===== src/hdl/rot_entropy_pkg.sv =====
`default_nettype none

package rot_entropy_pkg;

  // fixed configuration of the entropy chain
  localparam int NumEndPoints = 4;

  // raw samples packed into one seed word
  localparam int SamplesPerWord = 8;

  // identical samples in a row that fail the repetition test
  localparam int RepCntThresh = 8;

  // generate steps allowed between two reseeds
  localparam int GenPerReseed = 4;

  // one raw noise sample
  typedef logic [3:0] rng_sample_t;

  // seed, generator state and output word
  typedef logic [31:0] seed_word_t;

  // one bit per endpoint
  typedef logic [NumEndPoints-1:0] ep_mask_t;
  typedef logic [$clog2(NumEndPoints)-1:0] ep_idx_t;

  // generate steps since the last reseed
  typedef logic [2:0] reseed_cnt_t;

  // samples held in the packing register
  typedef logic [$clog2(SamplesPerWord)-1:0] pack_cnt_t;

  // length of the current run of identical samples
  typedef logic [$clog2(RepCntThresh + 1)-1:0] rep_cnt_t;

  // generator state after reset
  localparam seed_word_t CsrngInitState = 32'h1f2e_3d4c;

  // galois feedback mask, applied when a 1 is shifted out
  localparam seed_word_t CsrngLfsrTaps = 32'h8020_0003;

  // generator FSM
  typedef enum logic [1:0] {
    CsIdle,
    CsReseed,
    CsGen,
    CsAck
  } cs_state_e;

  // distribution FSM
  typedef enum logic [1:0] {
    EdnIdle,
    EdnFetch,
    EdnAck,
    EdnRelease
  } edn_state_e;

endpackage

`default_nettype wire


===== src/hdl/entropy_src.sv =====
`timescale 1ns/1ps
`default_nettype none

module entropy_src (
  input  logic                        clk_i,
  input  logic                        rst_n_i,
  input  rot_entropy_pkg::rng_sample_t es_rng_sample_i,
  input  logic                        es_rng_valid_i,
  output logic                        es_rng_enable_o,
  input  logic                        seed_req_i,
  output logic                        seed_ack_o,
  output rot_entropy_pkg::seed_word_t  seed_data_o,
  output logic                        intr_es_health_test_failed_o
);

  import rot_entropy_pkg::*;

  // packing state
  seed_word_t  pack_q;
  pack_cnt_t   pack_cnt_q;
  seed_word_t  packed_word;

  // seed buffer and handshake
  seed_word_t  seed_buf_q;
  logic        buf_full_q;
  logic        seed_ack_q;

  // repetition count test
  rng_sample_t last_sample_q;
  rep_cnt_t    rep_cnt_q;
  rep_cnt_t    rep_cnt_d;
  logic        same_sample;
  logic        health_fail;
  logic        intr_q;

  logic        rng_accept;
  logic        word_done;

  // noise source stalls while the buffer holds a word
  assign es_rng_enable_o = ~buf_full_q;
  assign rng_accept      = es_rng_valid_i & es_rng_enable_o;

  // first sample ends up in bits 3:0
  assign packed_word = {es_rng_sample_i, pack_q[$bits(seed_word_t)-1:$bits(rng_sample_t)]};

  // rep_cnt_q of zero means no run in progress
  assign same_sample = (rep_cnt_q != '0) && (es_rng_sample_i == last_sample_q);
  assign rep_cnt_d   = same_sample ? rep_cnt_q + 1'b1 : rep_cnt_t'(1);
  assign health_fail = rng_accept && (rep_cnt_d == rep_cnt_t'(RepCntThresh));

  // a failing sample never completes a word
  assign word_done = rng_accept && !health_fail &&
                     (pack_cnt_q == pack_cnt_t'(SamplesPerWord - 1));

  // sample datapath
  always_ff @(posedge clk_i) begin
    if (rng_accept) begin
      pack_q        <= packed_word;
      last_sample_q <= es_rng_sample_i;
    end
    if (word_done) begin
      seed_buf_q <= packed_word;
    end
  end

  // packing count and health test
  always_ff @(posedge clk_i or negedge rst_n_i) begin
    if (!rst_n_i) begin
      pack_cnt_q <= '0;
      rep_cnt_q  <= '0;
      intr_q     <= 1'b0;
    end else if (rng_accept) begin
      if (health_fail) begin
        // drop the partial word, restart packing and the run
        pack_cnt_q <= '0;
        rep_cnt_q  <= '0;
        intr_q     <= 1'b1;
      end else begin
        pack_cnt_q <= word_done ? '0 : pack_cnt_q + 1'b1;
        rep_cnt_q  <= rep_cnt_d;
      end
    end
  end

  // four-phase seed handshake toward the generator
  always_ff @(posedge clk_i or negedge rst_n_i) begin
    if (!rst_n_i) begin
      buf_full_q <= 1'b0;
      seed_ack_q <= 1'b0;
    end else begin
      if (word_done) begin
        buf_full_q <= 1'b1;
      end
      if (!seed_ack_q && seed_req_i && buf_full_q) begin
        seed_ack_q <= 1'b1;
      end else if (seed_ack_q && !seed_req_i) begin
        // word consumed, empty the buffer
        seed_ack_q <= 1'b0;
        buf_full_q <= 1'b0;
      end
    end
  end

  assign seed_ack_o  = seed_ack_q;
  assign seed_data_o = seed_buf_q;

  // sticky until reset
  assign intr_es_health_test_failed_o = intr_q;

endmodule

`default_nettype wire


===== src/hdl/csrng.sv =====
`timescale 1ns/1ps
`default_nettype none

module csrng (
  input  logic                       clk_i,
  input  logic                       rst_n_i,
  output logic                       seed_req_o,
  input  logic                       seed_ack_i,
  input  rot_entropy_pkg::seed_word_t seed_data_i,
  input  logic                       gen_req_i,
  output logic                       gen_ack_o,
  output rot_entropy_pkg::seed_word_t gen_data_o
);

  import rot_entropy_pkg::*;

  cs_state_e   cs_state_q;
  seed_word_t  state_q;
  reseed_cnt_t gen_cnt_q;
  logic        seed_req_q;
  logic        reseed_due;

  // one galois step, shift right and fold in the taps
  function automatic seed_word_t lfsr_step(seed_word_t cur);
    seed_word_t nxt;
    nxt = cur >> 1;
    if (cur[0]) begin
      nxt = nxt ^ CsrngLfsrTaps;
    end
    return nxt;
  endfunction

  // counter starts at the limit so the first generate reseeds
  assign reseed_due = (gen_cnt_q == reseed_cnt_t'(GenPerReseed));

  always_ff @(posedge clk_i or negedge rst_n_i) begin
    if (!rst_n_i) begin
      cs_state_q <= CsIdle;
      state_q    <= CsrngInitState;
      gen_cnt_q  <= reseed_cnt_t'(GenPerReseed);
      seed_req_q <= 1'b0;
    end else begin
      case (cs_state_q)
        CsIdle: begin
          if (gen_req_i) begin
            if (reseed_due) begin
              seed_req_q <= 1'b1;
              cs_state_q <= CsReseed;
            end else begin
              cs_state_q <= CsGen;
            end
          end
        end
        CsReseed: begin
          if (seed_req_q && seed_ack_i) begin
            // mix the fresh seed in, then release the request
            state_q    <= state_q ^ seed_data_i;
            gen_cnt_q  <= '0;
            seed_req_q <= 1'b0;
          end else if (!seed_req_q && !seed_ack_i) begin
            // seed link back to idle
            cs_state_q <= CsGen;
          end
        end
        CsGen: begin
          state_q    <= lfsr_step(state_q);
          gen_cnt_q  <= gen_cnt_q + 1'b1;
          cs_state_q <= CsAck;
        end
        CsAck: begin
          // hold the word until the requester lets go
          if (!gen_req_i) begin
            cs_state_q <= CsIdle;
          end
        end
        default: begin
          cs_state_q <= CsIdle;
        end
      endcase
    end
  end

  assign seed_req_o = seed_req_q;

  // state only moves in CsReseed and CsGen so data holds during ack
  assign gen_ack_o  = (cs_state_q == CsAck);
  assign gen_data_o = state_q;

endmodule

`default_nettype wire


===== src/hdl/edn.sv =====
`timescale 1ns/1ps
`default_nettype none

module edn (
  input  logic                       clk_i,
  input  logic                       rst_n_i,
  input  rot_entropy_pkg::ep_mask_t   ep_req_i,
  output rot_entropy_pkg::ep_mask_t   ep_ack_o,
  output rot_entropy_pkg::seed_word_t ep_data_o,
  output logic                       gen_req_o,
  input  logic                       gen_ack_i,
  input  rot_entropy_pkg::seed_word_t gen_data_i
);

  import rot_entropy_pkg::*;

  edn_state_e edn_state_q;

  // granted endpoint and the previous grant
  ep_idx_t    sel_q;
  ep_idx_t    last_q;

  // round-robin pick
  ep_idx_t    cand;
  ep_idx_t    pick_idx;
  logic       pick_found;

  seed_word_t data_q;
  logic       gen_req_q;

  // search starts one past the last grant and wraps
  always_comb begin
    pick_found = 1'b0;
    pick_idx   = '0;
    cand       = '0;
    for (int i = 0; i < NumEndPoints; i++) begin
      cand = ep_idx_t'(last_q + 1 + i);
      if (!pick_found && ep_req_i[cand]) begin
        pick_found = 1'b1;
        pick_idx   = cand;
      end
    end
  end

  always_ff @(posedge clk_i or negedge rst_n_i) begin
    if (!rst_n_i) begin
      edn_state_q <= EdnIdle;
      sel_q       <= '0;
      // first search then begins at endpoint 0
      last_q      <= ep_idx_t'(NumEndPoints - 1);
      gen_req_q   <= 1'b0;
    end else begin
      case (edn_state_q)
        EdnIdle: begin
          if (pick_found) begin
            sel_q       <= pick_idx;
            gen_req_q   <= 1'b1;
            edn_state_q <= EdnFetch;
          end
        end
        EdnFetch: begin
          // word captured below, drop the request
          if (gen_ack_i) begin
            gen_req_q   <= 1'b0;
            edn_state_q <= EdnAck;
          end
        end
        EdnAck: begin
          edn_state_q <= EdnRelease;
        end
        EdnRelease: begin
          // ack falls once the endpoint has let go
          if (!ep_req_i[sel_q]) begin
            last_q      <= sel_q;
            edn_state_q <= EdnIdle;
          end
        end
        default: begin
          edn_state_q <= EdnIdle;
        end
      endcase
    end
  end

  // fetched word
  always_ff @(posedge clk_i) begin
    if ((edn_state_q == EdnFetch) && gen_ack_i) begin
      data_q <= gen_data_i;
    end
  end

  // only the granted endpoint sees an ack
  always_comb begin
    ep_ack_o = '0;
    if (edn_state_q == EdnRelease) begin
      ep_ack_o[sel_q] = 1'b1;
    end
  end

  assign ep_data_o = data_q;
  assign gen_req_o = gen_req_q;

endmodule

`default_nettype wire


===== src/hdl/rot_entropy_top.sv =====
`timescale 1ns/1ps
`default_nettype none

module rot_entropy_top (
  input  logic                        clk_i,
  input  logic                        rst_n_i,
  input  rot_entropy_pkg::rng_sample_t es_rng_sample_i,
  input  logic                        es_rng_valid_i,
  output logic                        es_rng_enable_o,
  input  rot_entropy_pkg::ep_mask_t    ep_req_i,
  output rot_entropy_pkg::ep_mask_t    ep_ack_o,
  output rot_entropy_pkg::seed_word_t  ep_data_o,
  output logic                        intr_es_health_test_failed_o
);

  import rot_entropy_pkg::*;

  // seed link, generator to entropy source
  logic       seed_req;
  logic       seed_ack;
  seed_word_t seed_data;

  // generate link, distribution to generator
  logic       gen_req;
  logic       gen_ack;
  seed_word_t gen_data;

  // noise sampling and health test
  entropy_src u_entropy_src (
    .clk_i                        (clk_i),
    .rst_n_i                      (rst_n_i),
    .es_rng_sample_i              (es_rng_sample_i),
    .es_rng_valid_i               (es_rng_valid_i),
    .es_rng_enable_o              (es_rng_enable_o),
    .seed_req_i                   (seed_req),
    .seed_ack_o                   (seed_ack),
    .seed_data_o                  (seed_data),
    .intr_es_health_test_failed_o (intr_es_health_test_failed_o)
  );

  // deterministic generator
  csrng u_csrng (
    .clk_i       (clk_i),
    .rst_n_i     (rst_n_i),
    .seed_req_o  (seed_req),
    .seed_ack_i  (seed_ack),
    .seed_data_i (seed_data),
    .gen_req_i   (gen_req),
    .gen_ack_o   (gen_ack),
    .gen_data_o  (gen_data)
  );

  // endpoint arbitration and delivery
  edn u_edn (
    .clk_i      (clk_i),
    .rst_n_i    (rst_n_i),
    .ep_req_i   (ep_req_i),
    .ep_ack_o   (ep_ack_o),
    .ep_data_o  (ep_data_o),
    .gen_req_o  (gen_req),
    .gen_ack_i  (gen_ack),
    .gen_data_i (gen_data)
  );

endmodule

`default_nettype wire


===== config.mk =====
export PLATFORM = sky130hd
export DESIGN_NAME = rot_entropy_top
export DESIGN_NICKNAME = d
export VERILOG_FILES = /design/src/hdl/rot_entropy_pkg.sv /design/src/hdl/entropy_src.sv /design/src/hdl/csrng.sv /design/src/hdl/edn.sv /design/src/hdl/rot_entropy_top.sv
export SDC_FILE = /design/constraint.sdc
export NUM_CORES = 1
export LEC_CHECK = 0
export ABC_AREA = 1
export BUFFER_PORTS_ARGS = -buffer_cell sky130_fd_sc_hd__buf_2
export CAP_MARGIN = 5
export CORE_ASPECT_RATIO = 0.7
export CORE_UTILIZATION = 40
export DETAILED_ROUTE_END_ITERATION = 12
export PLACE_DENSITY = 0.61
export SLEW_MARGIN = 20
export SYNTH_ARGS = -nofsm -noshare
export SYNTH_HDL_FRONTEND = slang
export SYNTH_SLANG_ARGS = --single-unit

===== constraint.sdc =====
create_clock -name clk_i -period 2.9 [get_ports clk_i]
set_clock_uncertainty 0.2 [all_clocks]
set_input_delay 0.435 -clock clk_i [delete_from_list [all_inputs] [get_ports clk_i]]
set_output_delay 0.435 -clock clk_i [all_outputs]
set_load 0.02 [all_outputs]

==> Word-level counts from Yosys, hierarchy flattened <==
Index checks and enable logic that the tools add are counted.
Widths: inputs -> output; s select.
{ "totals": {"reg_bits": 155, "output_inout_bits": 38, "elab_cells": 141} }
{ "op_classes": {"addsub": 7, "magnitude_cmp": 6, "n_eq_ne": 19, "n_mux": 52, "bitwise": 5, "reduce_logical": 35} }
{ "op_table": {"columns": ["op", "count"], "rows": [
  ["$mux 32", 2],
  ["$pmux 32 s2", 1],
  ["$xor 32x32->32", 1],
  ["$mux 2", 12],
  ["$mux 1", 20],
  ["$pmux 2 s4", 2],
  ["$lt 2x3->1 const B", 5],
  ["$logic_and 1x1->1", 14],
  ["$mux 4", 3],
  ["$ne 2x1->1 const B", 6],
  ["$bmux 1 s2", 5],
  ["$mux 3", 3],
  ["$eq 2x2->1 const B", 4],
  ["$reduce_and 2->1", 4],
  ["$reduce_and 4->1", 2],
  ["$reduce_bool 2->1", 4],
  ["$add 3x1->3 const B", 2],
  ["$eq 3x3->1 const B", 2],
  ["$logic_not 1->1", 6],
  ["$ne 2x2->1 const B", 3],
  ["$pmux 3 s2", 1],
  ["$reduce_and 3->1", 2],
  ["$add 2x1->2 const B", 2],
  ["$add 2x2->2 const B", 2],
  ["other kinds (12)", 16]
]} }

==> Logic depth before layout (Yosys ltp) <==
{ "depth": {"word_depth": 15, "ltp_mapped": 12} }

==> By module <==
Synthesis repeated with hierarchy kept, for this count alone.
{ "hier_totals": {"cells_unflattened": 677, "hier_area_um2": 6702.7} }
{ "modules_own_cells": {"columns": ["module", "n_inst", "cells_each", "area_each_um2", "seq_area_each_um2"], "rows": [
  ["csrng", 1, 399, 2571.2, 973.4],
  ["entropy_src", 1, 133, 2424.8, 2052.0],
  ["edn", 1, 145, 1706.6, 1138.6]
]} }

==> Worst setup path before layout <==
Ideal clock, no wire load.
{ "synth_timing": {"path_type": "register to register", "from": "register u_entropy_src.buf_full_q", "to": "register u_entropy_src.seed_buf_q[0], in the netlist u_entropy_src.seed_data_o[0] (enable)", "setup_ns": 0.401, "arrival_time_ns": 2.018, "required_ns": 2.299, "setup_slack_ns": 0.281, "stages_incl_launch_ff": 6, "path_buffers": 0, "synth_period_minus_slack_ns": 2.619, "path_cell_list": "dfrtp_1 inv_1 nand2_1 clkinv_1 nand3_1 inv_1"} }
{ "synth_via": {"elab_chain_len": 6} }
{ "synth_lines": {"columns": ["item", "line_no", "source"], "rows": [
  ["start: declaration", "entropy_src.sv:25", "logic buf_full_q;"],
  ["start signal: assignment", "entropy_src.sv:88", "buf_full_q <= 1'b0;"],
  ["start signal: assignment", "entropy_src.sv:92", "buf_full_q <= 1'b1;"],
  ["start signal: assignment", "entropy_src.sv:99", "buf_full_q <= 1'b0;"],
  ["$not 1->1 (*)", "entropy_src.sv:40", "assign es_rng_enable_o = ~buf_full_q;"],
  ["via es_rng_enable_o", "rot_entropy_top.sv:9", "output logic es_rng_enable_o,"],
  ["$and 1x1->1 (*)", "entropy_src.sv:41", "assign rng_accept = es_rng_valid_i & es_rng_enable_o;"],
  ["via u_entropy_src.rng_accept", "entropy_src.sv:36", "logic rng_accept;"],
  ["$logic_and 1x1->1", "entropy_src.sv:49", "assign health_fail = rng_accept && (rep_cnt_d == rep_cnt_t'(RepCntThresh));"],
  ["$logic_not 1->1", "entropy_src.sv:52", "assign word_done = rng_accept && !health_fail &&"],
  ["$logic_and 1x1->1 (*) (2 in a row)", "entropy_src.sv:52", null],
  ["via u_entropy_src.word_done", "entropy_src.sv:37", "logic word_done;"],
  ["end signal: assignment", "entropy_src.sv:62", "seed_buf_q <= packed_word;"],
  ["end: declaration", "entropy_src.sv:24", "seed_word_t seed_buf_q;"]
]} }
Mark *: on every way through the listed nets, which the timed path passes. The rest lies on a longest branch.
A chain may end at the register's enable or synchronous reset.

==> Final worst setup path <==
{ "layout_timing": {"from": "register u_entropy_src.rep_cnt_q[0]", "to": "register u_entropy_src.seed_buf_q[2], in the netlist u_entropy_src.seed_data_o[2] (enable)"} }
{ "layout_via": {"elab_chain_len": 8} }
{ "layout_lines": {"columns": ["item", "line_no", "source"], "rows": [
  ["start: declaration", "entropy_src.sv:30", "rep_cnt_t rep_cnt_q;"],
  ["start signal: assignment", "entropy_src.sv:80", "rep_cnt_q <= rep_cnt_d;"],
  ["parallel branches: the longest is 2 deep, another holds $add 4x1->4", null, null],
  ["$mux 4 (*)", "entropy_src.sv:48", "assign rep_cnt_d = same_sample ? rep_cnt_q + 1'b1 : rep_cnt_t'(1);"],
  ["$eq 4x4->1 (*)", "entropy_src.sv:49", null],
  ["$logic_and 1x1->1 (*)", "entropy_src.sv:49", null],
  ["$logic_not 1->1 (*)", "entropy_src.sv:52", null],
  ["$logic_and 1x1->1 (*) (2 in a row)", "entropy_src.sv:52", null],
  ["via u_entropy_src.word_done", "entropy_src.sv:37", null]
]} }
Mark *: on every way through the listed nets, which the timed path passes.

==> results.toml <==
[run_status]
status = "completed"

[critical_path]
reg2regPathDepth = 7
timing.critical_path.to_type = "flop"
crit_type = "reg -> reg"
crit_fanout = 32
startpoint = "u_entropy_src.rep_cnt_q[0]$_DFFE_PN0P_"
crit_required_ps = 2760
r2r-start = "u_entropy_src.rep_cnt_q[0]$_DFFE_PN0P_"
cp-start-kind = "flop"
critPathArrivalTime_ps = 2150
r2r_slack_ps = 610

[synthesis]
synthCells = 528
ys_types = 38
synth_simple_gate_area_share_pct = 15.3
synthMuxAreaShare_pct = 0
synth_edf_count = 92
synth-xor-area-share_pct = 1.55
synth_compound_area_share_pct = 8.96
synth.most_common_cell = "nand2_1"
ys_top_cells_by_area = "edfxtp_1, dfrtp_1, dfstp_2, nand2_1, nor2_1"
avgSynthCellArea_um2 = 11.8
synth_top_family_by_area = "simple AND/OR/NAND/NOR gates"
yosysTopAreaCell = "edfxtp_1"
synth_adder_area_share_pct = 3.02
ys_ff_latch = 147
synthTopCellsByCount = "nand2_1, edfxtp_1, nor2_1"
yosys_warnings = 0
yosysSeqAreaShare_pct = 67.0
synth_fp_nets = 554
synth_flop_cell = "edfxtp_1"
synth_top_area_share_pct = 44.4
netlist_area_mm2 = 0.00622
async_flop_share_pct = 37.4

[clocking]
cts_setup_buffers = 0
numCtsBuffers = 17
cts.sinks = 147
clk_pin_slew_ps = 50
insertion_delay_ps = 420
clock-root-buffer = "clkbuf_16"
htree_levels = 4
cts_tree = "built"
cts.repair.resized = 0
cts.path.max_buffers = 2

[timing]
fin_setup_tns_ps = 0
worst_pin_slew_ps = 553
finalCritPeriodShare_pct = 79.1
layout_min_cycle_time_ps = 2290
finalHoldViolations = 0
rsz0062_at_grt = "no"
finalSetupViolations = 0
slew_violations = 0
relSlewSlack_pct = 63.1
max_freq_mhz = 436

[route]
drc_errors = 0
drt_pass1_iterations = 6
routed_wl_um = 11800
via_count = 4119
wl_per_cell_um = 15.0
drt_iter0_markers = 307
viasPerCell = 5.21
ant_nets = 0

[finish]
area_growth_pct = 16.6
fin_nets = 609
fillCellCount = 1294
insertedDiodeCount = 0
fin_cells = 791
layout-drive-gt1-share_pct = 19.6

[floorplan]
io_pins = 49
dieHeight_um = 106
row_count = 37
die_w_um = 151
die_area_mm2 = 0.0161
initial_core_util_pct = 41.6
core_area_mm2 = 0.0150

[pwr]
power-per-cell-area_mw_per_mm2 = 1120
p_leak_nw = 2.94
seqPwrFrac_pct = 43.2
switching_share_pct = 35.1
power_frac_clock_pct = 26.7
p_comb_share_pct = 30.1
p_total_mw = 8.09
power.switching_mw = 2.84
intPower_mw = 5.25
ir_drop_uv = 520

[global_route]
grt_pass1_wl_um = 19900
track_usage_pct = 16.4
grt_pass1_vias = 3948
overflow = 0
antenna_found_initial = 0
grt_max_degree = 39

[placement]
dp_hpwl_um = 7860
gp_congestion = 0.814
place_inst = 758
port_buffers = 48

[worst_hold_path]
hold_path.class = "in -> reg"
hold_start = "es_rng_sample_i[3]"
whs_path_depth = 1

[flow_run]
timing.max_cap.violations = 0
-- stage by stage --
stage	area, µm²	setup slack, ps	hold slack, ps	utilization [%]
after floorplan	6220	281	-60.6	-
after global placement	6650	743	203	44.5
after detailed placement	6650	645	205	44.5
after CTS	7250	629	37.5	48.5
after global routing	7250	421	37.7	48.5
final	7250	606	47.1	48.5
-- logic make-up (layout without fill, tap and decap cells) --
group	count (synthesis)	in the layout
and+or+nand+nor	214	214
AOI/OAI and AO/OA	81	81
xor gates and xnor gates	11	11
buffers and inverters	60	128
DFF	147	147
adders and majority gates	15	15
-- worst paths after layout --
kind,to
max,u_entropy_src.seed_data_o[2]$_DFFE_PP_
min,u_entropy_src.last_sample_q[3]$_DFFE_PP_
max reg2reg,u_entropy_src.seed_data_o[2]$_DFFE_PP_
min reg2reg,u_entropy_src.seed_data_o[3]$_DFFE_PP_
max in group asynchronous,u_csrng.gen_data_o[24]$_DFFE_PN1P_
min in group asynchronous,u_csrng.gen_data_o[1]$_DFFE_PN0P_
-- state kept, by name, indices dropped and copies added (netlist names) --
name,count
u_csrng.gen_data_o,32
u_edn.ep_data_o,32
u_entropy_src.seed_data_o,32
u_entropy_src.pack_q,24
u_entropy_src.last_sample_q,4
u_entropy_src.rep_cnt_q,4
u_csrng.gen_cnt_q,3
u_entropy_src.pack_cnt_q,3
u_csrng.cs_state_q,2
u_edn.edn_state_q,2
u_edn.last_q,2
u_edn.sel_q,2
u_csrng.seed_req_o,1
u_edn.gen_req_o,1
u_entropy_src.buf_full_q,1
u_entropy_src.intr_es_health_test_failed_o,1
u_entropy_src.seed_ack_o,1
-- cell usage in the layout, fill, tap and decap left out, drive strengths merged, types with 2 or more instances in the layout --
cell type,instances
or2,2
nand2,102
bufinv,3
nand4,27
a21oi,10
o22ai,3
xnor2,8
clkbuf,20
xor2,3
dfrtp,35
a31oi,4
edfxtp,92
clkinv,9
inv,40
nand3,17
nor3,5
ha,15
o221a,20
buf,54
o211ai,4
nor2,60
o21ai,37
dfstp,20
-- area by class of cell --
cell class	count	area (µm²)	area share (%)
sequential	147	4160	57.5
multi-input combinational	321	1790	24.7
clock buffer	20	447	6.16
timing repair buffer	55	308	4.25
tap	195	244	3.37
inverter	41	156	2.16
clock inverter	12	138	1.90
-- power by group through the flow --
| stage | Clock, mW | Sequential, mW | Combinational, mW |
|---|---|---|---|
| after global placement | 0 | 3.50 | 2.33 |
| after global routing | 2.29 | 3.57 | 2.77 |
| after floorplan | 0 | 3.39 | 1.97 |
| after detailed placement | 0 | 3.53 | 2.44 |
| after CTS | 2.19 | 3.50 | 2.45 |
| final | 2.16 | 3.50 | 2.43 |
-- routing by layer --
metal | wire, µm | track usage, %
met3 | 707 | 4.29
met2 | 5360 | 24.6
met5 | 0 | 0
met1 | 5600 | 22.8
met4 | 171 | 6.29
-- critical path, cell delays in order (launching register included) --
cell	delay (ps)
dfrtp_1	440
ha_1	250
xor2_1	250
nor2_1	60
nand4_1	170
nand3_1	120
inv_1	70
buf_4	370
-- what timing repair did --
item,CTS,global route
endpoints found under the hold margin,16,0
hold buffers,1,0
endpoints found under the setup margin,0,0
Power figures use the tool's default switching activity.
